## src/hdl/irq_pkg.sv

```systemverilog
/* Shared widths, slot IDs and the source vector layout of the interrupt fabric.
   Slot map follows the chip top. ID 0 is never a source and means no interrupt. */

package irq_pkg;

  localparam int unsigned NUM_SRC  = 32;
  localparam int unsigned SRC_ID_W = 5;

  // Peripheral interrupt bundle widths
  localparam int unsigned GPIO_INTR_W    = 32;
  localparam int unsigned UART_INTR_W    = 9;
  localparam int unsigned I2C_INTR_W     = 15;
  localparam int unsigned SPI_INTR_W     = 2;
  localparam int unsigned PATTGEN_INTR_W = 2;
  localparam int unsigned AON_INTR_W     = 2;
  localparam int unsigned USBDEV_INTR_W  = 18;

  // Slot IDs
  localparam int unsigned ID_REVOKER   = 1;
  localparam int unsigned ID_USBDEV    = 3;
  localparam int unsigned ID_PATTGEN   = 6;
  localparam int unsigned ID_AON_TIMER = 7;
  localparam int unsigned ID_UART0     = 8;
  localparam int unsigned ID_UART1     = 9;
  localparam int unsigned ID_I2C0      = 16;
  localparam int unsigned ID_I2C1      = 17;
  localparam int unsigned ID_SPI_HOST0 = 24;
  localparam int unsigned ID_SPI_HOST1 = 25;
  localparam int unsigned ID_GPIO      = 28;

  // Slots that have a source behind them, all others read as zero
  localparam logic [NUM_SRC-1:0] SRC_MASK =
      (NUM_SRC'(1) << ID_REVOKER)   | (NUM_SRC'(1) << ID_USBDEV)    |
      (NUM_SRC'(1) << ID_PATTGEN)   | (NUM_SRC'(1) << ID_AON_TIMER) |
      (NUM_SRC'(1) << ID_UART0)     | (NUM_SRC'(1) << ID_UART1)     |
      (NUM_SRC'(1) << ID_I2C0)      | (NUM_SRC'(1) << ID_I2C1)      |
      (NUM_SRC'(1) << ID_SPI_HOST0) | (NUM_SRC'(1) << ID_SPI_HOST1) |
      (NUM_SRC'(1) << ID_GPIO);

  typedef logic [SRC_ID_W-1:0] src_id_t;

  // Named view of the source word, MSB first
  typedef struct packed {
    logic [2:0] rsvd_31_29;
    logic       gpio;
    logic [1:0] rsvd_27_26;
    logic       spi_host1;
    logic       spi_host0;
    logic [5:0] rsvd_23_18;
    logic       i2c1;
    logic       i2c0;
    logic [5:0] rsvd_15_10;
    logic       uart1;
    logic       uart0;
    logic       aon_timer;
    logic       pattgen;
    logic [1:0] rsvd_5_4;
    logic       usbdev;
    logic       rsvd_2;
    logic       revoker;
    logic       rsvd_0;
  } src_slots_t;

  typedef union packed {
    logic [NUM_SRC-1:0] flat;
    src_slots_t         slots;
  } src_vec_u;

endpackage
```

## src/hdl/irq_fabric_top.sv

```systemverilog
/* Interrupt fabric top, all on clk_sys_i. Fixed latency of 3 edges from a
   source level to irq_o. No programmable priority or threshold. */
`timescale 1ns/10ps

module irq_fabric_top (
  input  logic                               clk_sys_i,
  input  logic                               reset_i,

  // Peripheral interrupt bundles
  input  logic [irq_pkg::GPIO_INTR_W-1:0]    gpio_intr_i,
  input  logic [irq_pkg::UART_INTR_W-1:0]    uart0_intr_i,
  input  logic [irq_pkg::UART_INTR_W-1:0]    uart1_intr_i,
  input  logic [irq_pkg::I2C_INTR_W-1:0]     i2c0_intr_i,
  input  logic [irq_pkg::I2C_INTR_W-1:0]     i2c1_intr_i,
  input  logic [irq_pkg::SPI_INTR_W-1:0]     spi_host0_intr_i,
  input  logic [irq_pkg::SPI_INTR_W-1:0]     spi_host1_intr_i,
  input  logic [irq_pkg::PATTGEN_INTR_W-1:0] pattgen_intr_i,
  input  logic [irq_pkg::AON_INTR_W-1:0]     aon_timer_intr_i,
  input  logic [irq_pkg::USBDEV_INTR_W-1:0]  usbdev_intr_i,
  input  logic                               revoker_intr_i,

  // Target side
  input  logic [irq_pkg::NUM_SRC-1:0]        enable_i,
  input  logic                               claim_i,
  input  logic                               complete_i,
  input  irq_pkg::src_id_t                   complete_id_i,
  output logic                               irq_o,
  output irq_pkg::src_id_t                   irq_id_o
);
  import irq_pkg::*;

  src_vec_u src_vec;
  src_vec_u pending;
  logic     claim;
  src_id_t  claim_id;

  intr_collect u_intr_collect (
    .clk_sys_i,
    .reset_i,
    .gpio_intr_i,
    .uart0_intr_i,
    .uart1_intr_i,
    .i2c0_intr_i,
    .i2c1_intr_i,
    .spi_host0_intr_i,
    .spi_host1_intr_i,
    .pattgen_intr_i,
    .aon_timer_intr_i,
    .usbdev_intr_i,
    .revoker_intr_i,
    .src_vec_o        (src_vec)
  );

  intr_gateway u_intr_gateway (
    .clk_sys_i,
    .reset_i,
    .src_vec_i     (src_vec),
    .claim_i       (claim),
    .claim_id_i    (claim_id),
    .complete_i,
    .complete_id_i,
    .pending_o     (pending)
  );

  intr_arbiter u_intr_arbiter (
    .clk_sys_i,
    .reset_i,
    .pending_i  (pending),
    .enable_i,
    .claim_i,
    .claim_o    (claim),
    .claim_id_o (claim_id),
    .irq_o,
    .irq_id_o
  );

endmodule

```

## src/hdl/intr_arbiter.sv

```systemverilog
/* Stage 3. Fixed priority, the lowest enabled pending ID wins.
   irq_o and irq_id_o are registered, one edge behind pending and enable. */
`timescale 1ns/10ps

module intr_arbiter (
  input  logic                         clk_sys_i,
  input  logic                         reset_i,

  input  irq_pkg::src_vec_u            pending_i,
  input  logic [irq_pkg::NUM_SRC-1:0]  enable_i,
  input  logic                         claim_i,

  // Claim back to the gateway
  output logic                         claim_o,
  output irq_pkg::src_id_t             claim_id_o,

  // Target notification
  output logic                         irq_o,
  output irq_pkg::src_id_t             irq_id_o
);
  import irq_pkg::*;

  logic [NUM_SRC-1:0] masked;
  logic               win_vld;
  src_id_t            win_id;

  assign masked = pending_i.flat & enable_i;

  // Scan down so the lowest set ID is the last one written
  always_comb begin
    win_vld = 1'b0;
    win_id  = '0;
    for (int i = NUM_SRC - 1; i >= 1; i--) begin
      if (masked[i]) begin
        win_vld = 1'b1;
        win_id  = src_id_t'(i);
      end
    end
  end

  always_ff @(posedge clk_sys_i) begin
    if (reset_i) begin
      irq_o    <= 1'b0;
      irq_id_o <= '0;
    end else begin
      irq_o    <= win_vld;
      irq_id_o <= win_id;
    end
  end

  // Claim with no interrupt presented is dropped here
  assign claim_o    = claim_i & irq_o;
  assign claim_id_o = irq_id_o;

  a_id_with_irq: assert property (@(posedge clk_sys_i) disable iff (reset_i)
    (irq_id_o != '0) == irq_o);

endmodule

```

## src/hdl/intr_gateway.sv

```systemverilog
/* Stage 2. Claims must be spaced at least two cycles apart, since the
   presented ID only moves one edge after the claim. Complete must name
   a source that is in service. */
`timescale 1ns/10ps

module intr_gateway (
  input  logic              clk_sys_i,
  input  logic              reset_i,

  input  irq_pkg::src_vec_u src_vec_i,

  // Claim from the arbiter, complete from the core side
  input  logic              claim_i,
  input  irq_pkg::src_id_t  claim_id_i,
  input  logic              complete_i,
  input  irq_pkg::src_id_t  complete_id_i,

  output irq_pkg::src_vec_u pending_o
);
  import irq_pkg::*;

  src_vec_u           pending_q;
  src_vec_u           pending_d;
  logic [NUM_SRC-1:0] in_service_q;
  logic [NUM_SRC-1:0] in_service_d;
  logic [NUM_SRC-1:0] claim_mask;
  logic [NUM_SRC-1:0] complete_mask;

  assign claim_mask    = claim_i    ? (NUM_SRC'(1) << claim_id_i)    : '0;
  assign complete_mask = complete_i ? (NUM_SRC'(1) << complete_id_i) : '0;

  // Level sources are gated while in service
  // A claim in the same cycle wins over a new set
  always_comb begin
    pending_d.flat = (pending_q.flat | (src_vec_i.flat & ~in_service_q)) & ~claim_mask;
    in_service_d   = (in_service_q | claim_mask) & ~complete_mask;
  end

  always_ff @(posedge clk_sys_i) begin
    if (reset_i) begin
      pending_q    <= '0;
      in_service_q <= '0;
    end else begin
      pending_q    <= pending_d;
      in_service_q <= in_service_d;
    end
  end

  assign pending_o = pending_q;

  // Arbiter only forwards claims for a source it saw pending
  a_claim_valid: assert property (@(posedge clk_sys_i) disable iff (reset_i)
    claim_i |-> (claim_id_i != '0) && pending_q.flat[claim_id_i]);

  a_complete_valid: assert property (@(posedge clk_sys_i) disable iff (reset_i)
    complete_i |-> in_service_q[complete_id_i]);

endmodule

```

## src/hdl/intr_collect.sv

```systemverilog
/* Stage 1. Bundle inputs are levels already in the clk_sys_i domain.
   One register stage, so a source shows in src_vec_o one edge later. */
`timescale 1ns/10ps

module intr_collect (
  input  logic                               clk_sys_i,
  input  logic                               reset_i,

  // Peripheral interrupt bundles
  input  logic [irq_pkg::GPIO_INTR_W-1:0]    gpio_intr_i,
  input  logic [irq_pkg::UART_INTR_W-1:0]    uart0_intr_i,
  input  logic [irq_pkg::UART_INTR_W-1:0]    uart1_intr_i,
  input  logic [irq_pkg::I2C_INTR_W-1:0]     i2c0_intr_i,
  input  logic [irq_pkg::I2C_INTR_W-1:0]     i2c1_intr_i,
  input  logic [irq_pkg::SPI_INTR_W-1:0]     spi_host0_intr_i,
  input  logic [irq_pkg::SPI_INTR_W-1:0]     spi_host1_intr_i,
  input  logic [irq_pkg::PATTGEN_INTR_W-1:0] pattgen_intr_i,
  input  logic [irq_pkg::AON_INTR_W-1:0]     aon_timer_intr_i,
  input  logic [irq_pkg::USBDEV_INTR_W-1:0]  usbdev_intr_i,
  input  logic                               revoker_intr_i,

  output irq_pkg::src_vec_u                  src_vec_o
);
  import irq_pkg::*;

  src_vec_u src_vec_d;

  // Any bit of a bundle raises its slot
  always_comb begin
    src_vec_d                 = '0;
    src_vec_d.slots.revoker   = revoker_intr_i;
    src_vec_d.slots.usbdev    = |usbdev_intr_i;
    src_vec_d.slots.pattgen   = |pattgen_intr_i;
    src_vec_d.slots.aon_timer = |aon_timer_intr_i;
    src_vec_d.slots.uart0     = |uart0_intr_i;
    src_vec_d.slots.uart1     = |uart1_intr_i;
    src_vec_d.slots.i2c0      = |i2c0_intr_i;
    src_vec_d.slots.i2c1      = |i2c1_intr_i;
    src_vec_d.slots.spi_host0 = |spi_host0_intr_i;
    src_vec_d.slots.spi_host1 = |spi_host1_intr_i;
    src_vec_d.slots.gpio      = |gpio_intr_i;
  end

  always_ff @(posedge clk_sys_i) begin
    if (reset_i) begin
      src_vec_o <= '0;
    end else begin
      src_vec_o <= src_vec_d;
    end
  end

  // Named slots must land on the IDs the rest of the fabric decodes
  a_rsvd_zero: assert property (@(posedge clk_sys_i) disable iff (reset_i)
    (src_vec_o.flat & ~SRC_MASK) == '0);

endmodule

```

## config.mk

```make
export PLATFORM = sky130hd
export DESIGN_NAME = irq_fabric_top
export DESIGN_NICKNAME = d
export VERILOG_FILES = /design/src/hdl/irq_pkg.sv /design/src/hdl/irq_fabric_top.sv /design/src/hdl/intr_arbiter.sv /design/src/hdl/intr_gateway.sv /design/src/hdl/intr_collect.sv
export SDC_FILE = /design/constraint.sdc
export NUM_CORES = 1
export LEC_CHECK = 0
export BUFFER_PORTS_ARGS = -buffer_cell sky130_fd_sc_hd__buf_4
export CAP_MARGIN = 25
export CORE_MARGIN = 3
export CORE_UTILIZATION = 46
export CTS_BUF_LIST = sky130_fd_sc_hd__clkbuf_8
export CTS_CLUSTER_DIAMETER = 150
export CTS_CLUSTER_SIZE = 30
export DETAILED_ROUTE_END_ITERATION = 16
export HOLD_SLACK_MARGIN = 0.02
export PLACE_DENSITY_LB_ADDON = 0.08
export SYNTH_ARGS = -nofsm -noshare
export SYNTH_HDL_FRONTEND = slang
export SYNTH_SLANG_ARGS = --single-unit
```

## constraint.sdc

```tcl
create_clock -name clk_sys_i -period 1.8 [get_ports clk_sys_i]
set_input_delay 0.18 -clock clk_sys_i [delete_from_list [all_inputs] [get_ports clk_sys_i]]
set_output_delay 0.18 -clock clk_sys_i [all_outputs]
set_load 0.05 [all_outputs]
```

After elaboration in Yosys (flattened, before gate mapping) --
Index checks and enable logic that the tools add are counted. W data, S select, Z words.
Word-level totals: register bits after elaboration 102, bits in latches 0, RAM bits 0, ROM bits 0, input port bits 148, output and inout port bits 6, word-level logic and storage cells 100, memories 0
Operators by class: add/sub/neg operators 0, multipliers 0, div/mod/pow operators 0, order comparisons 0, eq/ne operators 0, shift-type cells 2, mux-type cells 64, bitwise logic cells 10, reduce and logical (&&, ||, !) cells 14
Operators with widths (number):
- $and A32 B32 Y32 | 4
- $not A32 Y32 | 3
- $mux W5 | 16
- $mux W32 | 2
- $or A32 B32 Y32 | 2
- $shl A1 B5 Y32 const A | 2
- $mux W1 | 32
- $mux W4 | 8
- $reduce_or A32 Y1 | 1
- $reduce_or A15 Y1 | 2
- $reduce_or A18 Y1 | 1
- $reduce_or A9 Y1 | 2
- $reduce_or A16 Y1 | 1
- $mux W3 | 4
- $reduce_or A2 Y1 | 5
- $reduce_or A8 Y1 | 1
- $mux W2 | 2
- $reduce_or A4 Y1 | 1
- $and A1 B1 Y1 | 1

Depth between registers and ports, before layout --
depth after elaboration 32, gate-level depth with buffers 5

By module --
From an unflattened synthesis, not the netlist that was laid out.
Unflattened totals: cell total of the unflattened synthesis 464, area total of the unflattened synthesis 3982.6 um^2
By module, submodules not included:
- intr_gateway | times used 1, cells each 289, area an instance 2668.8 um^2
- intr_arbiter | times used 1, cells each 96, area an instance 669.4 um^2
- intr_collect | times used 1, cells each 79, area an instance 644.4 um^2

Least setup slack after synthesis --
Ideal clock, no wire load.
path kind flip-flop to flip-flop, start register u_intr_arbiter.irq_id_o[0] (netlist: u_intr_arbiter.claim_id_o[0]), end register u_intr_gateway.in_service_q[25], library setup time 0.091 ns, arrival time 1.640 ns, path slack 0.070 ns, cell stages (with the launch flop) 6, buffers on the path 1, clock period less this slack 1.730 ns, cell sequence dfxtp_1 -> buf_2 -> or3b_1 -> nor2_1 -> nor2_1 -> a311oi_1
On the way: cells in the longest elaborated chain, start to end 4
RTL lines:
- start, declared | RTL line intr_arbiter.sv:19 | output irq_pkg::src_id_t irq_id_o
- start signal, assigned | RTL line intr_arbiter.sv:47 | irq_id_o <= win_id;
- $shl A1 B5 Y32 | RTL line intr_gateway.sv:29 | assign claim_mask = claim_i ? (NUM_SRC'(1) << claim_id_i) : '0;
- $mux W32 | RTL line intr_gateway.sv:29
- $or A32 B32 Y32 | RTL line intr_gateway.sv:36 | in_service_d = (in_service_q | claim_mask) & ~complete_mask;
- $and A32 B32 Y32 | RTL line intr_gateway.sv:36
- end signal, assigned | RTL line intr_gateway.sv:45 | in_service_q <= in_service_d;
- end, declared | RTL line intr_gateway.sv:24 | logic [NUM_SRC-1:0] in_service_q;
Every way passes these cells. A chain may end at the register's enable or synchronous reset.

Worst setup path in the final report --
start register u_intr_arbiter.irq_id_o[4] (netlist: u_intr_arbiter.claim_id_o[4]), end register u_intr_gateway.in_service_q[28]
The elaborated chain is that of the path after synthesis.

==> parameters.txt <==
Parameter                              Value

Run status
  Run status    completed

Power and ir drop
  Switching pwr    approximately 0.00076 W
  Relative contribution of sequential cells to total power    a little under half
  Combinational share of power    17.1%
  Switching part of the total    between 20% and 30%
  Fraction of power consumed by the clock network    37.4%
  Power density over the cells    744 nW/um^2
  Internal power    approximately 0.0023 W
  Static power due to leakage    ~1.8 nW
  Peak supply drop    about 430 uV

Critical path
  Startpoint types    flop
  Type of the worst setup path    flop to flop
  Worst reg2reg startpoint    u_intr_arbiter.claim_id_o[4]$_SDFF_PP0_
  Data arrival, critical path    between 1500 and 2000 ps
  Critical path required time    about 2100 ps
  Largest stage delay, worst path    600 ps
  Type of element capturing the critical path    flop
  Register-to-register setup slack    190 ps
  Series of cell instances along the critical path    nand4_2 > nor4b_1 > nor2_1 > nor3_1
  CP Max Fanout    9
  R2R cell count    4
  Destination of the worst register-to-register timing path    u_intr_gateway.in_service_q[28]$_SDFF_PP0_
  CP max stage cell    nor4b_1

Floorplan
  Top Ports    about 150
  Starting Density    between 40% and 50%
  Row Count    27
  DIE AREA    between 6000 and 7000 sq um
  Die X    about 83 um
  Die height    ~83 um
  Placeable core region    ~5600 sq um

Timing
  Worst clock skew    approximately 5.6 ps
  Count of endpoints failing setup in the final report    0
  Tmin final    around 1600 ps
  Fin Setup TNS    0 ps
  Max-slew headroom    a little under three fifths
  Final max-slew violation count    0
  Tcrit/Tclk final    just under 90%
  Final Hold Viols    0
  Highest clock frequency the design can meet    621 MHz
  Setup repair after global routing missed its margin    false
  Transition at the pin with the smallest max-transition slack    632 ps

Yosys
  Register bit count reported by yosys    59
  Distinct cells, synth    between 40 and 50
  Sequential fraction of the synthesis area    43.4%
  Mean instance size in the synthesized netlist    around 8 sq um
  Number of instances in the synthesized netlist    around 330
  Number of synthesized flops with an enable pin    0
  Proportion of synthesized flip-flops having asynchronous set or reset    0%
  Synthesized netlist net count    between 400 and 500
  Yosys top cell by area    dfxtp_1
  Most instantiated flip-flop cell in the synthesis netlist    dfxtp_1
  Area share of the largest cell type after synthesis    a little over two fifths
  Leading post-synthesis cells by cell area    dfxtp_1 (43%), nor2_1 (7.5%), nor4_1 (5.3%)
  Yosys warns    0
  Post-synthesis instance area    roughly 2700 sq um

Drt
  Per-cell via count in the routed design    5.65
  Met3 routed WL    slightly below 700 um
  DRC violations left    0
  Routed wire length    8.82 mm
  Final antenna-violating net count    0
  Detailed-route wire length on metal 1    between 3 and 4 mm
  Initial detailed-routing violation count    ~160
  Via Count    approximately 3.2k
  Highest routed layer    met4
  Routed length per placed instance    about 16 um
  TritonRoute pass-1 iters    4
  Detailed route wirelength on metal2    roughly 4.6 mm

Clock network
  Num Clock Sinks    59
  Maximum clock path buffer count    2
  Clock slew at the register clock pins of the worst setup and hold paths    ~60 ps
  Number of gates given a new drive strength after cts    0
  Htree depth    3
  Latest clock arrival within the worst-skew pair    ~330 ps
  Hold buffer count at CTS    0
  Post CTS Setup Buffer Count    0
  Cts bufs inserted    9
  CTS tree    done
  Root Buffer    clkbuf_8

Place
  Cell area reported after detailed placement    slightly below 4000 sq um
  Routability cong.    0.931
  Detailed placer's ending HPWL    ~7.2 mm
  Port-buffer cells    about 150

Cells and area
  Filler cells    about 460
  Cell area after layout    between 4000 and 5000 sq um
  P&R area growth vs syn    52.9%
  Inserted Diodes    0
  Share of the core filled with cells    74.2%
  Final-stage net count    640
  Layout cell share with drive strength beyond 1    between 30% and 40%

Global routing
  GR Util All Layers    roughly a quarter
  Number of antenna violations at the first check in global routing    0
  GR Overflow Total    0
  Global-route wire length before repair    approximately 15 mm
  Number of global-route vias before repair    between 3k and 4k
  Pin count of the biggest net entering global routing    31

Worst hold path
  Hold/Removal Path Class    input pin to flop
  Hold Path End    u_intr_collect.src_vec_o[24]$_SDFF_PP0_
  Number of cells traversed by the worst hold path    3
  Startpoint of the most critical hold path    spi_host0_intr_i[0]

Job
  Number of max-capacitance violations reported    0
-- logic make-up (layout without fill, tap and decap cells) --
logic type	after synthesis	after routing	share of synthesized area, %
simple gates	176	176	33.3
buf+inv	26	190	3.63
compound gates	71	71	19.6
flops	59	59	43.4
-- worst max-delay path by stage --
stage,startpoint,to,cells past startpoint
5_1_grt,u_intr_arbiter.claim_id_o[0]$_SDFF_PP0_,u_intr_gateway.in_service_q[1]$_SDFF_PP0_,4
4_1_cts,u_intr_arbiter.claim_id_o[4]$_SDFF_PP0_,u_intr_gateway.in_service_q[28]$_SDFF_PP0_,4
2_1_floorplan,u_intr_arbiter.claim_id_o[0]$_SDFF_PP0_,u_intr_gateway.in_service_q[25]$_SDFF_PP0_,5
3_5_place_dp,u_intr_arbiter.claim_id_o[4]$_SDFF_PP0_,u_intr_gateway.in_service_q[28]$_SDFF_PP0_,4
6_report,u_intr_arbiter.claim_id_o[4]$_SDFF_PP0_,u_intr_gateway.in_service_q[28]$_SDFF_PP0_,4
3_3_place_gp,enable_i[27],u_intr_arbiter.claim_id_o[0]$_SDFF_PP0_,6
-- cell type report --
type / instances / area (sq um) / area share [%]
tap: 72 / 90.1 / 2.17
timing repair buffer: 158 / 1190 / 28.5
multi-input combinational: 247 / 1440 / 34.6
sequential: 59 / 1180 / 28.4
inverter: 17 / 63.8 / 1.53
clock inverter: 1 / 5.00 / 0.120
clock buffer: 14 / 193 / 4.63
-- layout by cell type, fill, tap and decap left out, types with 3 or more instances in the layout --
master      n
dfxtp_1    59
a41oi_1     6
a311oi_1    8
nor4_1     23
a21oi_1    18
a22o_1      4
inv_1      17
nor3b_1    14
clkbuf_8   14
nor3_1     20
nand2b_1    4
nand4b_1    3
nor2b_1     4
a32o_1      3
nand3b_1    3
buf_4     158
a211oi_1    5
nand4_1     4
a22oi_1     8
nand3_1     9
a31oi_1     3
nand2_1    29
nor2_1     54
-- critical path: cells and delay by family (launching register included) --
| family | cells | cell delay (ps) |
|---|---|---|
| flops | 1 | 500 |
| simple gates | 4 | 1030 |
-- layer usage --
metal  global-route usage [%]  up-vias
met5                        0        -
met4                     8.47        0
met1                     29.5     1469
li1                         -     1572
met2                     45.6      148
met3                     7.54       18
-- synth_stat cells (2+ instances only) --
cell type and number:
nand4b_1 3, a311oi_1 8, nand3b_1 3, nor4b_1 2, a31oi_1 3, inv_1 17
nor2b_1 4, o21ai_1 2, a32o_1 3, a41oi_1 6, clkbuf_1 8, or3_1 2
nor2_1 54, nor3b_1 14, nand3_1 9, nand2_1 29, dfxtp_1 59, nor3_1 20
nand2b_1 4, o211ai_1 2, a211oi_1 5, nand4_1 4, a2111oi_1 2, nor4_1 23
a22o_1 4, a22oi_1 8, a21oi_1 18
-- through the flow --
step                      power [W]  setup WS, ps  cells  hold WS [ps]
after floorplan             0.00162          69.6    332           289
after global placement      0.00195           238    553           387
after detailed placement    0.00196           233    553           390
after CTS                   0.00311           222    568          49.5
after global routing        0.00324          79.2    568          56.4
final                       0.00309           191    568          56.0
-- flip-flops by register name, indices dropped and copies added (netlist names) --
name and cells:
u_intr_gateway.pending_o 31, u_intr_collect.src_vec_o 11, u_intr_gateway.in_service_q 11, u_intr_arbiter.claim_id_o 5, u_intr_arbiter.irq_o 1
-- power groups by stage --
stage | logic [W] | registers [W] | clock network [W]
2_1_floorplan | 0.000169 | 0.00145 | 0
3_3_place_gp | 0.000517 | 0.00143 | 0
3_5_place_dp | 0.000526 | 0.00143 | 0
4_1_cts | 0.000530 | 0.00141 | 0.00117
5_1_grt | 0.000576 | 0.00141 | 0.00125
6_report | 0.000530 | 0.00141 | 0.00116
Power figures use the tool's default switching activity.
